**src/source/safe_domain_pkg.sv**
```systemverilog
package safe_domain_pkg;

	////////////////////////////////////////
	// Register map.
	////////////////////////////////////////
	typedef enum logic [5:0] {
		VOLT      = 6'h00,
		PMU_CTRL  = 6'h01,
		PAD_CFG0  = 6'h14,
		PAD_CFG1  = 6'h15,
		PAD_CFG2  = 6'h16,
		PAD_CFG3  = 6'h17,
		PAD_SLEEP = 6'h18,
		RTC_CLOCK = 6'h34,
		RTC_ALARM = 6'h35,
		RTC_DATE  = 6'h37
	} reg_addr_e;

	////////////////////////////////////////
	// Field types.
	////////////////////////////////////////
	typedef struct packed {
		logic [4:0] hours;
		logic [5:0] minutes;
		logic [5:0] seconds;
	} rtc_time_t;

	// The alarm enable sits at bit 31 of the bus word.
	typedef struct packed {
		logic      en;
		rtc_time_t tod;
	} rtc_alarm_t;

	typedef struct packed {
		logic [11:0] year;
		logic [3:0]  month;
		logic [4:0]  day;
	} rtc_date_t;

	typedef struct packed {
		logic [4:0] rv;
		logic [4:0] lv;
		logic [4:0] mv;
		logic [4:0] nv;
	} volt_cfg_t;

	typedef enum logic [1:0] {
		RISE = 2'b00,
		FALL = 2'b01,
		HIGH = 2'b10,
		LOW  = 2'b11
	} wake_type_e;

	typedef struct packed {
		logic [10:0] mem_ret_lo;
		logic        cluster_wake;
		logic [1:0]  reboot;
		logic        wake_event;
		logic        boot_l2;
		logic [1:0]  wakeup;
		logic        wake_en;
		wake_type_e  wake_type;
		logic [4:0]  wake_sel;
		logic [2:0]  reserved;
		logic        mem_ret_hi;
		logic [1:0]  fll_ret;
	} pmu_ctrl_t;

	typedef union packed {
		logic [31:0] raw;
		pmu_ctrl_t   f;
	} pmu_word_u;

	localparam volt_cfg_t VOLT_RESET = '{rv: 5'h05, lv: 5'h09, mv: 5'h09, nv: 5'h0d};

endpackage

```
**src/source/sync_wedge.sv**
```systemverilog
`timescale 1ns/100ps

module sync_wedge (
	input  logic clk_i,
	input  logic rstn_i,
	input  logic serial_i,
	output logic rise_o,
	output logic fall_o,
	output logic serial_o
);

	// Two synchronizer stages, then one history stage.
	logic [2:0] stage_q;

	always_ff @(posedge clk_i or negedge rstn_i) begin
		if (!rstn_i) begin
			stage_q <= '0;
		end else begin
			stage_q <= {stage_q[1:0], serial_i};
		end
	end

	assign rise_o   = stage_q[1] & ~stage_q[2];
	assign fall_o   = ~stage_q[1] & stage_q[2];
	assign serial_o = stage_q[1];

endmodule

```
**src/source/rtc_clock.sv**
```systemverilog
`timescale 1ns/100ps

module rtc_clock import safe_domain_pkg::*; #(
	parameter int unsigned PRESCALE = 32768
) (
	input  logic       clk_i,
	input  logic       rstn_i,
	input  logic       clock_upd_i,
	input  rtc_time_t  clock_i,
	input  logic       alarm_upd_i,
	input  rtc_alarm_t alarm_i,
	output rtc_time_t  clock_o,
	output rtc_alarm_t alarm_o,
	output logic       event_o,
	output logic       new_day_o
);

	localparam int unsigned CW = (PRESCALE > 1) ? $clog2(PRESCALE) : 1;
	localparam logic [CW-1:0] PRE_LAST = CW'(PRESCALE - 1);

	logic [CW-1:0] pre_q;
	logic          tick;
	rtc_time_t     time_q;
	rtc_time_t     time_next;
	logic          day_wrap;
	rtc_alarm_t    alarm_q;
	logic          event_q;
	logic          new_day_q;

	////////////////////////////////////////
	// Seconds prescaler.
	////////////////////////////////////////
	assign tick = (pre_q == PRE_LAST);

	always_ff @(posedge clk_i or negedge rstn_i) begin
		if (!rstn_i) begin
			pre_q <= '0;
		end else if (clock_upd_i || tick) begin
			pre_q <= '0;
		end else begin
			pre_q <= pre_q + 1'b1;
		end
	end

	// Cascaded seconds, minutes and hours.
	always_comb begin
		time_next = time_q;
		day_wrap  = 1'b0;
		if (time_q.seconds == 6'd59) begin
			time_next.seconds = '0;
			if (time_q.minutes == 6'd59) begin
				time_next.minutes = '0;
				if (time_q.hours == 5'd23) begin
					time_next.hours = '0;
					day_wrap        = 1'b1;
				end else begin
					time_next.hours = time_q.hours + 5'd1;
				end
			end else begin
				time_next.minutes = time_q.minutes + 6'd1;
			end
		end else begin
			time_next.seconds = time_q.seconds + 6'd1;
		end
	end

	////////////////////////////////////////
	// Time, alarm and event pulses.
	////////////////////////////////////////
	always_ff @(posedge clk_i or negedge rstn_i) begin
		if (!rstn_i) begin
			time_q    <= '0;
			alarm_q   <= '0;
			event_q   <= 1'b0;
			new_day_q <= 1'b0;
		end else begin
			event_q   <= 1'b0;
			new_day_q <= 1'b0;
			if (clock_upd_i) begin
				time_q <= clock_i;
			end else if (tick) begin
				time_q    <= time_next;
				new_day_q <= day_wrap;
			end
			// One-shot alarm disarms itself when it fires.
			if (alarm_upd_i) begin
				alarm_q <= alarm_i;
			end else if (tick && !clock_upd_i && alarm_q.en && (time_next == alarm_q.tod)) begin
				alarm_q.en <= 1'b0;
				event_q    <= 1'b1;
			end
		end
	end

	assign clock_o   = time_q;
	assign alarm_o   = alarm_q;
	assign event_o   = event_q;
	assign new_day_o = new_day_q;

endmodule

```
**src/source/rtc_date.sv**
```systemverilog
`timescale 1ns/100ps

module rtc_date import safe_domain_pkg::*; (
	input  logic      clk_i,
	input  logic      rstn_i,
	input  logic      date_upd_i,
	input  rtc_date_t date_i,
	input  logic      new_day_i,
	output rtc_date_t date_o
);

	rtc_date_t date_q;

	// Leap years are every fourth year.
	function automatic logic [4:0] month_days(input logic [3:0] month, input logic [11:0] year);
		logic [4:0] days;
		case (month)
			4'd2:                    days = (year[1:0] == 2'b00) ? 5'd29 : 5'd28;
			4'd4, 4'd6, 4'd9, 4'd11: days = 5'd30;
			default:                 days = 5'd31;
		endcase
		return days;
	endfunction

	always_ff @(posedge clk_i or negedge rstn_i) begin
		if (!rstn_i) begin
			date_q <= '0;
		end else if (date_upd_i) begin
			date_q <= date_i;
		end else if (new_day_i) begin
			if (date_q.day >= month_days(date_q.month, date_q.year)) begin
				date_q.day <= 5'd1;
				if (date_q.month >= 4'd12) begin
					date_q.month <= 4'd1;
					date_q.year  <= date_q.year + 12'd1;
				end else begin
					date_q.month <= date_q.month + 4'd1;
				end
			end else begin
				date_q.day <= date_q.day + 5'd1;
			end
		end
	end

	assign date_o = date_q;

endmodule

```
**src/source/ext_wakeup.sv**
```systemverilog
`timescale 1ns/100ps

module ext_wakeup import safe_domain_pkg::*; (
	input  logic        clk_i,
	input  logic        rstn_i,
	input  logic [31:0] gpio_i,
	input  logic [4:0]  sel_i,
	input  wake_type_e  type_i,
	input  logic        en_i,
	input  logic        clr_i,
	output logic        event_o
);

	logic [2:0] sync_q;
	logic       event_q;
	logic       hit;

	// Stage 1 is the settled level, stage 2 the previous one.
	always_comb begin
		case (type_i)
			RISE:    hit = sync_q[1] & ~sync_q[2];
			FALL:    hit = ~sync_q[1] & sync_q[2];
			HIGH:    hit = sync_q[1];
			default: hit = ~sync_q[1];
		endcase
	end

	always_ff @(posedge clk_i or negedge rstn_i) begin
		if (!rstn_i) begin
			sync_q  <= '0;
			event_q <= 1'b0;
		end else begin
			if (en_i) begin
				sync_q <= {sync_q[1:0], gpio_i[sel_i]};
			end
			// Sticky until cleared.
			if (clr_i) begin
				event_q <= 1'b0;
			end else if (en_i && hit) begin
				event_q <= 1'b1;
			end
		end
	end

	assign event_o = event_q;

endmodule

```
**src/source/safe_domain_reg_if.sv**
```systemverilog
`timescale 1ns/100ps

module safe_domain_reg_if import safe_domain_pkg::*; (
	input  logic         clk_i,
	input  logic         rstn_i,
	input  logic         req_i,
	input  logic         wrn_i,
	input  reg_addr_e    addr_i,
	input  logic [31:0]  wdata_i,
	output logic         ack_o,
	output logic [31:0]  rdata_o,
	output logic         clock_upd_o,
	output logic         alarm_upd_o,
	output logic         date_upd_o,
	input  rtc_time_t    clock_i,
	input  rtc_alarm_t   alarm_i,
	input  rtc_date_t    date_i,
	input  logic         wake_event_i,
	output logic         wake_clr_o,
	output volt_cfg_t    volt_o,
	output pmu_word_u    pmu_o,
	output logic [127:0] pad_sleep_cfg_o,
	output logic         pad_sleep_mode_o
);

	logic             req_rise;
	logic             req_fall;
	logic             wr_stb;
	logic             rd_stb;
	logic             ack_q;
	logic             rd_pmu_q;
	pmu_word_u        wdata_pmu;
	volt_cfg_t        volt_q;
	pmu_ctrl_t        pmu_q;
	logic [3:0][31:0] pad_cfg_q;
	logic             pad_sleep_q;

	sync_wedge i_req_sync (
		.clk_i    (clk_i),
		.rstn_i   (rstn_i),
		.serial_i (req_i),
		.rise_o   (req_rise),
		.fall_o   (req_fall),
		.serial_o ()
	);

	assign wr_stb    = req_rise & ~wrn_i;
	assign rd_stb    = req_rise & wrn_i;
	assign wdata_pmu = wdata_i;

	////////////////////////////////////////
	// Handshake and strobes.
	////////////////////////////////////////
	always_ff @(posedge clk_i or negedge rstn_i) begin
		if (!rstn_i) begin
			ack_q    <= 1'b0;
			rd_pmu_q <= 1'b0;
		end else begin
			if (req_rise) begin
				ack_q <= 1'b1;
			end else if (req_fall) begin
				ack_q <= 1'b0;
			end
			if (rd_stb && (addr_i == PMU_CTRL)) begin
				rd_pmu_q <= 1'b1;
			end else if (req_fall) begin
				rd_pmu_q <= 1'b0;
			end
		end
	end

	assign ack_o       = ack_q;
	assign clock_upd_o = wr_stb && (addr_i == RTC_CLOCK);
	assign alarm_upd_o = wr_stb && (addr_i == RTC_ALARM);
	assign date_upd_o  = wr_stb && (addr_i == RTC_DATE);
	// The event clears when the read ends, so the read itself still sees it.
	assign wake_clr_o  = req_fall & rd_pmu_q;

	////////////////////////////////////////
	// Configuration registers.
	////////////////////////////////////////
	always_ff @(posedge clk_i or negedge rstn_i) begin
		if (!rstn_i) begin
			volt_q      <= VOLT_RESET;
			pmu_q       <= '0;
			pad_cfg_q   <= '0;
			pad_sleep_q <= 1'b0;
		end else if (wr_stb) begin
			case (addr_i)
				VOLT: begin
					volt_q.nv <= wdata_i[4:0];
					volt_q.mv <= wdata_i[12:8];
					volt_q.lv <= wdata_i[20:16];
					volt_q.rv <= wdata_i[28:24];
				end
				PMU_CTRL: begin
					pmu_q            <= wdata_pmu.f;
					pmu_q.reserved   <= '0;
					pmu_q.wake_event <= 1'b0;
				end
				PAD_CFG0, PAD_CFG1, PAD_CFG2, PAD_CFG3: pad_cfg_q[addr_i[1:0]] <= wdata_i;
				PAD_SLEEP: pad_sleep_q <= wdata_i[0];
				default: ;
			endcase
		end
	end

	// Live wake event replaces the stored bit.
	always_comb begin
		pmu_o              = pmu_q;
		pmu_o.f.wake_event = wake_event_i;
	end

	assign volt_o           = volt_q;
	assign pad_sleep_cfg_o  = pad_cfg_q;
	assign pad_sleep_mode_o = pad_sleep_q;

	// Read multiplexer.
	always_comb begin
		rdata_o = '0;
		case (addr_i)
			VOLT: rdata_o = {3'b0, volt_q.rv, 3'b0, volt_q.lv, 3'b0, volt_q.mv, 3'b0, volt_q.nv};
			PMU_CTRL: rdata_o = pmu_o.raw;
			PAD_CFG0, PAD_CFG1, PAD_CFG2, PAD_CFG3: rdata_o = pad_cfg_q[addr_i[1:0]];
			PAD_SLEEP: rdata_o = {31'b0, pad_sleep_q};
			RTC_CLOCK: rdata_o = {15'b0, clock_i};
			RTC_ALARM: rdata_o = {alarm_i.en, 14'b0, alarm_i.tod};
			RTC_DATE: rdata_o = {11'b0, date_i};
			default: rdata_o = '0;
		endcase
	end

endmodule

```
**src/source/safe_domain_top.sv**
```systemverilog
`timescale 1ns/100ps

module safe_domain_top import safe_domain_pkg::*; #(
	parameter int unsigned PRESCALE = 32768
) (
	input  logic         clk_i,
	input  logic         rstn_i,
	input  logic         req_i,
	input  logic         wrn_i,
	input  reg_addr_e    addr_i,
	input  logic [31:0]  wdata_i,
	input  logic [31:0]  wake_gpio_i,
	output logic         ack_o,
	output logic [31:0]  rdata_o,
	output volt_cfg_t    volt_o,
	output pmu_word_u    pmu_o,
	output logic [127:0] pad_sleep_cfg_o,
	output logic         pad_sleep_mode_o,
	output logic         wake_event_o,
	output logic         rtc_event_o
);

	logic       clock_upd;
	logic       alarm_upd;
	logic       date_upd;
	logic       new_day;
	logic       wake_clr;
	rtc_time_t  rtc_time;
	rtc_alarm_t rtc_alarm;
	rtc_date_t  rtc_day;

	safe_domain_reg_if i_reg_if (
		.clk_i            (clk_i),
		.rstn_i           (rstn_i),
		.req_i            (req_i),
		.wrn_i            (wrn_i),
		.addr_i           (addr_i),
		.wdata_i          (wdata_i),
		.ack_o            (ack_o),
		.rdata_o          (rdata_o),
		.clock_upd_o      (clock_upd),
		.alarm_upd_o      (alarm_upd),
		.date_upd_o       (date_upd),
		.clock_i          (rtc_time),
		.alarm_i          (rtc_alarm),
		.date_i           (rtc_day),
		.wake_event_i     (wake_event_o),
		.wake_clr_o       (wake_clr),
		.volt_o           (volt_o),
		.pmu_o            (pmu_o),
		.pad_sleep_cfg_o  (pad_sleep_cfg_o),
		.pad_sleep_mode_o (pad_sleep_mode_o)
	);

	rtc_clock #(
		.PRESCALE (PRESCALE)
	) i_rtc_clock (
		.clk_i       (clk_i),
		.rstn_i      (rstn_i),
		.clock_upd_i (clock_upd),
		.clock_i     (rtc_time_t'(wdata_i[16:0])),
		.alarm_upd_i (alarm_upd),
		.alarm_i     (rtc_alarm_t'({wdata_i[31], wdata_i[16:0]})),
		.clock_o     (rtc_time),
		.alarm_o     (rtc_alarm),
		.event_o     (rtc_event_o),
		.new_day_o   (new_day)
	);

	rtc_date i_rtc_date (
		.clk_i      (clk_i),
		.rstn_i     (rstn_i),
		.date_upd_i (date_upd),
		.date_i     (rtc_date_t'(wdata_i[20:0])),
		.new_day_i  (new_day),
		.date_o     (rtc_day)
	);

	ext_wakeup i_ext_wakeup (
		.clk_i   (clk_i),
		.rstn_i  (rstn_i),
		.gpio_i  (wake_gpio_i),
		.sel_i   (pmu_o.f.wake_sel),
		.type_i  (pmu_o.f.wake_type),
		.en_i    (pmu_o.f.wake_en),
		.clr_i   (wake_clr),
		.event_o (wake_event_o)
	);

endmodule

```
**config.mk**
```make
export PLATFORM = sky130hd
export DESIGN_NAME = safe_domain_top
export DESIGN_NICKNAME = d
export VERILOG_FILES = /design/src/source/safe_domain_pkg.sv /design/src/source/sync_wedge.sv /design/src/source/rtc_clock.sv /design/src/source/rtc_date.sv /design/src/source/ext_wakeup.sv /design/src/source/safe_domain_reg_if.sv /design/src/source/safe_domain_top.sv
export SDC_FILE = /design/constraint.sdc
export NUM_CORES = 1
export LEC_CHECK = 0
export BUFFER_PORTS_ARGS = -buffer_cell sky130_fd_sc_hd__buf_2
export CAP_MARGIN = 40
export CORE_MARGIN = 8
export CORE_UTILIZATION = 47
export DETAILED_ROUTE_END_ITERATION = 10
export PLACE_DENSITY = 0.7
export SLEW_MARGIN = 15
export SYNTH_ARGS = -nofsm -noshare
export SYNTH_HDL_FRONTEND = slang
export SYNTH_SLANG_ARGS = --single-unit
```
**constraint.sdc**
```tcl
create_clock -name clk_i -period 4.1 [get_ports clk_i]
set_clock_uncertainty 0.2 [all_clocks]
set_input_delay 0.41 -clock clk_i [delete_from_list [all_inputs] [get_ports clk_i]]
set_output_delay 0.41 -clock clk_i [all_outputs]
set_load 0.005 [all_outputs]
```
### After elaboration in Yosys (flattened, before gate mapping)

Index checks and enable logic that the tools add are counted.

| word-level totals | value |
|---|---|
| memory bits (read-only) | 0 |
| latch bits | 0 |
| word-level logic and storage cells | 153 |
| register bits after elaboration | 259 |
| bits in writable memories | 0 |
| memories | 0 |
| output and inout port bits | 216 |

| cells by class | value |
|---|---|
| eq/ne operators | 21 |
| bitwise gates (word level) | 12 |
| shift operators | 0 |
| divide/modulo/power cells | 0 |
| multipliers | 0 |
| mux-type cells | 41 |
| add/subtract/negate cells | 7 |
| reduce and logical (&&, ||, !) cells | 30 |
| magnitude comparators | 5 |

Operators by type and width:

| operator | count |
|---|---|
| $pmux W32 S7 | 1 |
| $bwmux W128 | 1 |
| $bmux W32 S2 | 1 |
| $demux W32 S2 | 1 |
| $mux W32 | 2 |
| $mux W21 | 2 |
| $mux W17 | 2 |
| $eq A6 B5 Y1 const B | 5 |
| $eq A6 B6 Y1 const B | 5 |
| $mux W5 | 5 |
| $eq A17 B17 Y1 | 1 |
| $mux W1 | 16 |
| $mux W16 | 1 |
| $reduce_bool A2 Y1 | 8 |
| $add A15 B1 Y15 const B | 1 |
| $eq A15 B15 Y1 const B | 1 |
| $mux W15 | 1 |
| $add A12 B1 Y12 const B | 1 |
| $add A6 B1 Y6 const B | 2 |
| $mux W12 | 1 |
| $mux W6 | 2 |
| $mux W11 | 1 |
| $add A5 B1 Y5 const B | 2 |
| $pmux W5 S2 | 1 |
| other kinds (26) | 52 |

### Depth between registers and ports, before layout

| logic depth | value |
|---|---|
| depth after elaboration | 10 |
| depth in mapped cells | 14 |
| depth with buffers taken out | 12 |

### Modules after synthesis

Synthesis repeated with hierarchy kept, for this count alone.

| second synthesis, totals | value |
|---|---|
| cell total of the unflattened synthesis | 1096 |
| area, all modules | 13666.9 µm² |

By module, submodules not included:

| module | sequential area each (µm²) | area an instance (µm²) | times used | cells each |
|---|---|---|---|---|
| safe_domain_reg_if | 4490.6 | 8558.2 | 1 | 542 |
| rtc_clock | 1301.2 | 3060.4 | 1 | 324 |
| rtc_date | 525.5 | 1470.2 | 1 | 172 |
| ext_wakeup | 100.1 | 488.0 | 1 | 53 |
| sync_wedge | 75.1 | 90.1 | 1 | 5 |

### Least setup slack after synthesis

OpenSTA, ideal clock, no wires.

| timing path | value |
|---|---|
| kind | register to register |
| from | reg i_rtc_date.date_q (netlist bit i_rtc_date.date_o[5]) |
| to | reg i_rtc_date.date_q (netlist bit i_rtc_date.date_o[9]) |
| setup time | 0.130 ns |
| path buffers | 2 |
| cell stages (with the launch flop) | 15 |
| data arrival time | 2.369 ns |
| path slack | 1.400 ns |
| required time | 3.770 ns |
| period minus slack after synthesis | 2.700 ns |
| path through | dfrtp_1 > inv_1 > ha_1 > o21ai_0 > o21ai_0 > o21ai_0 > ha_1 > nand2b_1 > a21oi_1 > nor2_1 > a41o_1 > buf_2 > buf_2 > nand3_1 > o211ai_1 |

| on the way | value |
|---|---|
| longest elaborated chain between the ends | 8 |

Ends and longest elaborated chain:

| item | line | RTL |
|---|---|---|
| from (decl) | rtc_date.sv:12 | `rtc_date_t date_q;` |
| from (signal assigned) | rtc_date.sv:29 | `date_q <= date_i;` |
| $eq A4 B3 Y1 or $eq A4 B4 Y1 (tied branches) | rtc_date.sv:17 | `case (month)` |
| $reduce_or A4 Y1 | rtc_date.sv:17 |  |
| $pmux W5 S2 | rtc_date.sv:17 |  |
| $mux W5 | rtc_date.sv:30 | `end else if (new_day_i) begin` |
| $mux W5 | rtc_date.sv:28 | `end else if (date_upd_i) begin` |
| $ge A5 B5 Y1 | rtc_date.sv:31 | `if (date_q.day >= month_days(date_q.month, date_q.year)) begin` |
| $reduce_bool A2 Y1 (no line) | -- |  |
| $reduce_and A3 Y1 (no line) (*) | -- |  |

Mark *: on every way between the ends. The rest lies on a longest branch, timed or not. The select of a mux whose other input is x is not followed.
A chain may end at the register's enable or synchronous reset.

### Final worst setup path

| timing path | value |
|---|---|
| from | in addr_i[0] |
| to | out rdata_o[24] |

| on the way | value |
|---|---|
| longest elaborated chain between the ends | 3 |

Ends and longest elaborated chain:

| item | line | RTL |
|---|---|---|
| from (decl) | safe_domain_top.sv:10 | `input reg_addr_e addr_i,` |
| $eq A6 B5 Y1 or $bmux W32 S2 (tied branches) | safe_domain_reg_if.sv:121, safe_domain_reg_if.sv:124 |  |
| $reduce_or A4 Y1 or $mux W32 (tied branches) | safe_domain_reg_if.sv:121, safe_domain_reg_if.sv:124 |  |
| $pmux W32 S7 (*) | safe_domain_reg_if.sv:121 | `case (addr_i)` |
| to (decl) | safe_domain_top.sv:14 | `output logic [31:0] rdata_o,` |

Marks and branches as above.

==> impl_results.md <==
- Status: completed
- Max Clock Freq: 301 MHz
- Total power: about 6.6 mW
- RSZ-0062 raised after global routing: no
- # nets final: about 1500
- Final Non-Filler Cells: roughly 1800
- Rel. slew slack: roughly 43%
- Detail Placement HPWL: 31.2 mm
- Cell depth of the worst flop-to-flop path: 12
- Synth cell types: between 70 and 80
- Most used cell, CP: buf_4
- Wire length on met3: between 3 and 4 mm
- Global-route wire length before repair: ~67 mm
- NetSw: roughly 1.7 mW
- # port buffers: 286
- Total number of vias: ~11000
- DRT Pass-1 Iters: 8
- Register area share after synthesis: ~48%
- DRT iter0 DRCs: around 900
- Worst-margin pin slew: 0.858 ns
- Die width: roughly 190 um
- Clk slew on worst S/H paths: about 0.06 ns
- CP Launch Type: primary input
- WL met1: around 18 mm
- Die ar.: 34400 sq um
- # Post-CTS Setup Buffers: 0
- Hold path endpoint: i_rtc_date.date_o[3]$_DFFE_PN0P_
- Metal2 WL: between 20 and 25 mm
- Max incr delay on CP: ~0.55 ns
- Clk sinks: roughly 260
- Final GP Congestion: 0.918
- Post-Route WL: about 43 mm
- Worst Hold Depth: 3
- Setup CP Type: in -> out
- Worst-Skew Late Latency: 0.56 ns
- Slew Limit Fails: 0
- Total negative slack: 0 ns
- Mapped Avg Cell Area: 11.9 sq um
- DR top layer: met4
- Top Ports: 290
- Worst hold start: wdata_i[3]
- Setup ws final: between 0.7 and 0.8 ns
- Largest net degree at the start of global routing: between 100 and 150
- Root Driver: clkbuf_16
- Final period utilization: about 80%
- Initial antenna violation count: 0
- Slowest CP cell: mux4_2
- DRC: 0
- Gr ovfl total: 0
- CTS Buffer Depth: 3
- Worst Hold Class: in -> reg
- Post-route ant nets: 0
- Cells after synthesis: roughly 1100
- Min Tclk post-route: roughly 3.3 ns
- Vias per inst: 6.01
- Async S/R FF share, synth: 100%
- Critical Path, Cell by Cell: buf_4 > buf_4 > mux4_2 > a222oi_1 > inv_1 > buf_2
- RR Startpoint: i_rtc_date.date_o[5]$_DFFE_PN0P_
- P&R area growth vs syn: 23.6%
- Critical R2R Capture: i_rtc_date.date_o[13]$_DFFE_PN0P_
- Synth Flop Type: dfrtp_1
- Share of layout cells above drive strength 1: 44.2%
- Post-synth EDFFs: 0
- Flops & latches, synth: approximately 260
- Diodes inserted: 0
- Net Sw Frac: 25.5%
- Clock power share: a little over two fifths
- Synth Cell Area: ~14000 sq um
- Die Ht: around 190 um
- Standard-cell rows: 62
- Worst R2R Setup Slack: just over 0.9 ns
- Worst hold slack: about 0.026 ns
- Synth Warn #: 0
- Pre-CTS worst setup slack: slightly above 0.8 ns
- Crit end category: primary output
- Initial core utilization: between 40% and 50%
- Peak supply drop: 0.000382 V
- Leakage: 8.39 nW
- Pint: slightly below 5 mW
- GRT Total Usage: about a quarter
- Placed Instances: 1746
- Wire per inst: around 24 um
- # H-tree levels: 1
- Crit path max fanout: 34
- Final setup viols: 0
- Crit path required time: between 3 and 4 ns
- Flop pwr share: 43.8%
- Fill cell count: between 2000 and 2500
- Max-cap violations: 0
- Worst EP arrival: ~2.7 ns
- CTS tree: done
- Number of CTS-inserted buffers: 29
- Final Hold Viols: 0
- Vias in the first global route: approximately 11000
- Pwr/cell area: approximately 400 nW/um^2
- Core area: 28500 sq um
- Combinational power share: approximately an eighth
==> through the flow <==
stage               util (%)  area, sq um
floorplan                  -        13500
global placement        53.8        15300
detailed placement      53.9        15300
CTS                     58.6        16700
global route            58.6        16700
finish                  58.6        16700
==> worst max path at each step <==
stage / start / endpoint / slack (ns)
after floorplan: i_rtc_date.date_o[5]$_DFFE_PN0P_ / i_rtc_date.date_o[9]$_DFFE_PN0P_ / 1.40
after detailed placement: addr_i[0] / rdata_o[24] / 0.82
after global placement: addr_i[0] / rdata_o[24] / 0.82
after global routing: i_rtc_date.date_o[5]$_DFFE_PN0P_ / i_rtc_date.date_o[13]$_DFFE_PN0P_ / 0.58
final: addr_i[0] / rdata_o[24] / 0.78
after CTS: addr_i[0] / rdata_o[24] / 0.82
==> routing by layer <==
metal | global-route usage, % | up-vias
met5 | 0 | -
met3 | 6.79 | 76
met2 | 40.4 | 485
li1 | - | 4808
met1 | 33.0 | 5601
met4 | 6.40 | 0
==> cell families (layout without fill, tap and decap cells) <==
| group | Yosys count | in the layout | share of synthesized area [%] |
|---|---|---|---|
| XOR/XNOR | 26 | 26 | 1.69 |
| AND/OR/NAND/NOR | 271 | 271 | 10.5 |
| adder cells (fa/ha/maj) | 15 | 15 | 1.39 |
| buffers and inverters | 109 | 414 | 3.57 |
| multiplexers | 257 | 257 | 24.8 |
| flip-flops | 259 | 259 | 48.1 |
| other | 1 | 3 | 0.0278 |
| AO/OA/AOI/OAI | 197 | 197 | 9.91 |
==> critical path, delay by kind of cell <==
family / cells / cell delay [ns]
compound gates: 1 / 0.52
buf+inv: 4 / 1.16
mux: 1 / 0.55
==> cells in the mapped netlist, types with 3 or more instances <==
| master | n | area, sq um |
|---|---|---|
| nor3b_1 | 3 | 22.5 |
| nand3_1 | 36 | 180 |
| and4_1 | 3 | 26.3 |
| buf_2 | 31 | 155 |
| xor2_1 | 15 | 131 |
| mux2i_1 | 12 | 120 |
| buf_4 | 9 | 67.6 |
| dfstp_2 | 9 | 236 |
| or3_1 | 4 | 25.0 |
| nor3_2 | 3 | 30.0 |
| a22oi_1 | 27 | 203 |
| nor2_1 | 55 | 206 |
| o211ai_1 | 4 | 30.0 |
| a31oi_1 | 10 | 62.6 |
| a21boi_0 | 3 | 22.5 |
| nand2b_1 | 6 | 37.5 |
| nor3_1 | 15 | 75.1 |
| clkbuf_1 | 44 | 165 |
| xnor2_1 | 11 | 96.3 |
| a21oi_1 | 34 | 170 |
| and2_1 | 6 | 37.5 |
| nand2_1 | 80 | 300 |
| nand4b_1 | 4 | 35.0 |
| inv_1 | 23 | 86.3 |
| a222oi_1 | 18 | 180 |
| nor4_1 | 5 | 31.3 |
| nand4_1 | 6 | 37.5 |
| ha_1 | 15 | 188 |
| o21ai_0 | 59 | 295 |
| and3_1 | 13 | 81.3 |
| mux2_2 | 202 | 2270 |
| o31ai_1 | 3 | 22.5 |
| nor2b_1 | 6 | 37.5 |
| mux4_2 | 42 | 946 |
| o22ai_1 | 5 | 31.3 |
| nand3b_1 | 3 | 22.5 |
| or4_1 | 4 | 30.0 |
| a22o_1 | 8 | 70.1 |
| dfrtp_1 | 250 | 6260 |
==> final cells by class <==
cell class	count	area, sq um	share of cell area [%]
clock inverter	13	262	1.57
timing repair buffer	337	1950	11.7
tap	384	480	2.88
multi-input combinational	769	6590	39.5
inverter	23	86.3	0.517
sequential	259	6490	38.9
clock buffer	41	821	4.92
==> what timing repair did <==
item	CTS	global route
hold buffers	26	0
hold endpoints to repair	194	0
gates resized for setup	0	0
==> sequential cells by signal, indices dropped and copies added (netlist names), 3 cells and up <==
register,flops
i_reg_if.pad_sleep_cfg_o,128
i_reg_if.pmu_o,28
i_rtc_date.date_o,21
i_reg_if.volt_o,20
i_rtc_clock.alarm_o,18
i_rtc_clock.clock_o,17
i_rtc_clock.pre_q,15
i_ext_wakeup.sync_q,3
i_reg_if.i_req_sync.stage_q,3
==> power groups by stage <==
stage                     Clock (mW)  Combinational [mW]  Sequential (mW)
after CTS                       2.96               0.819             2.90
after global routing            3.06               0.896             2.93
after floorplan                    0               0.472             2.89
after detailed placement           0               0.794             2.95
final                           2.92               0.815             2.91
after global placement             0               0.774             2.94
==> cell usage in the layout, fill, tap and decap left out, types with 10 or more instances in the layout <==
cell type,instances
buf_2,284
dfrtp_1,250
mux2_2,202
nand2_1,79
o21ai_0,59
nor2_1,54
mux4_2,42
nand3_1,36
a21oi_1,34
clkbuf_16,29
a22oi_1,27
dlygate4sd3_1,26
inv_1,23
buf_4,21
a222oi_1,18
xor2_1,15
ha_1,15
and3_1,13
nor3_1,12
mux2i_1,12
xnor2_1,11
a31oi_1,10
No activity file was read; power rests on OpenSTA's default activity.
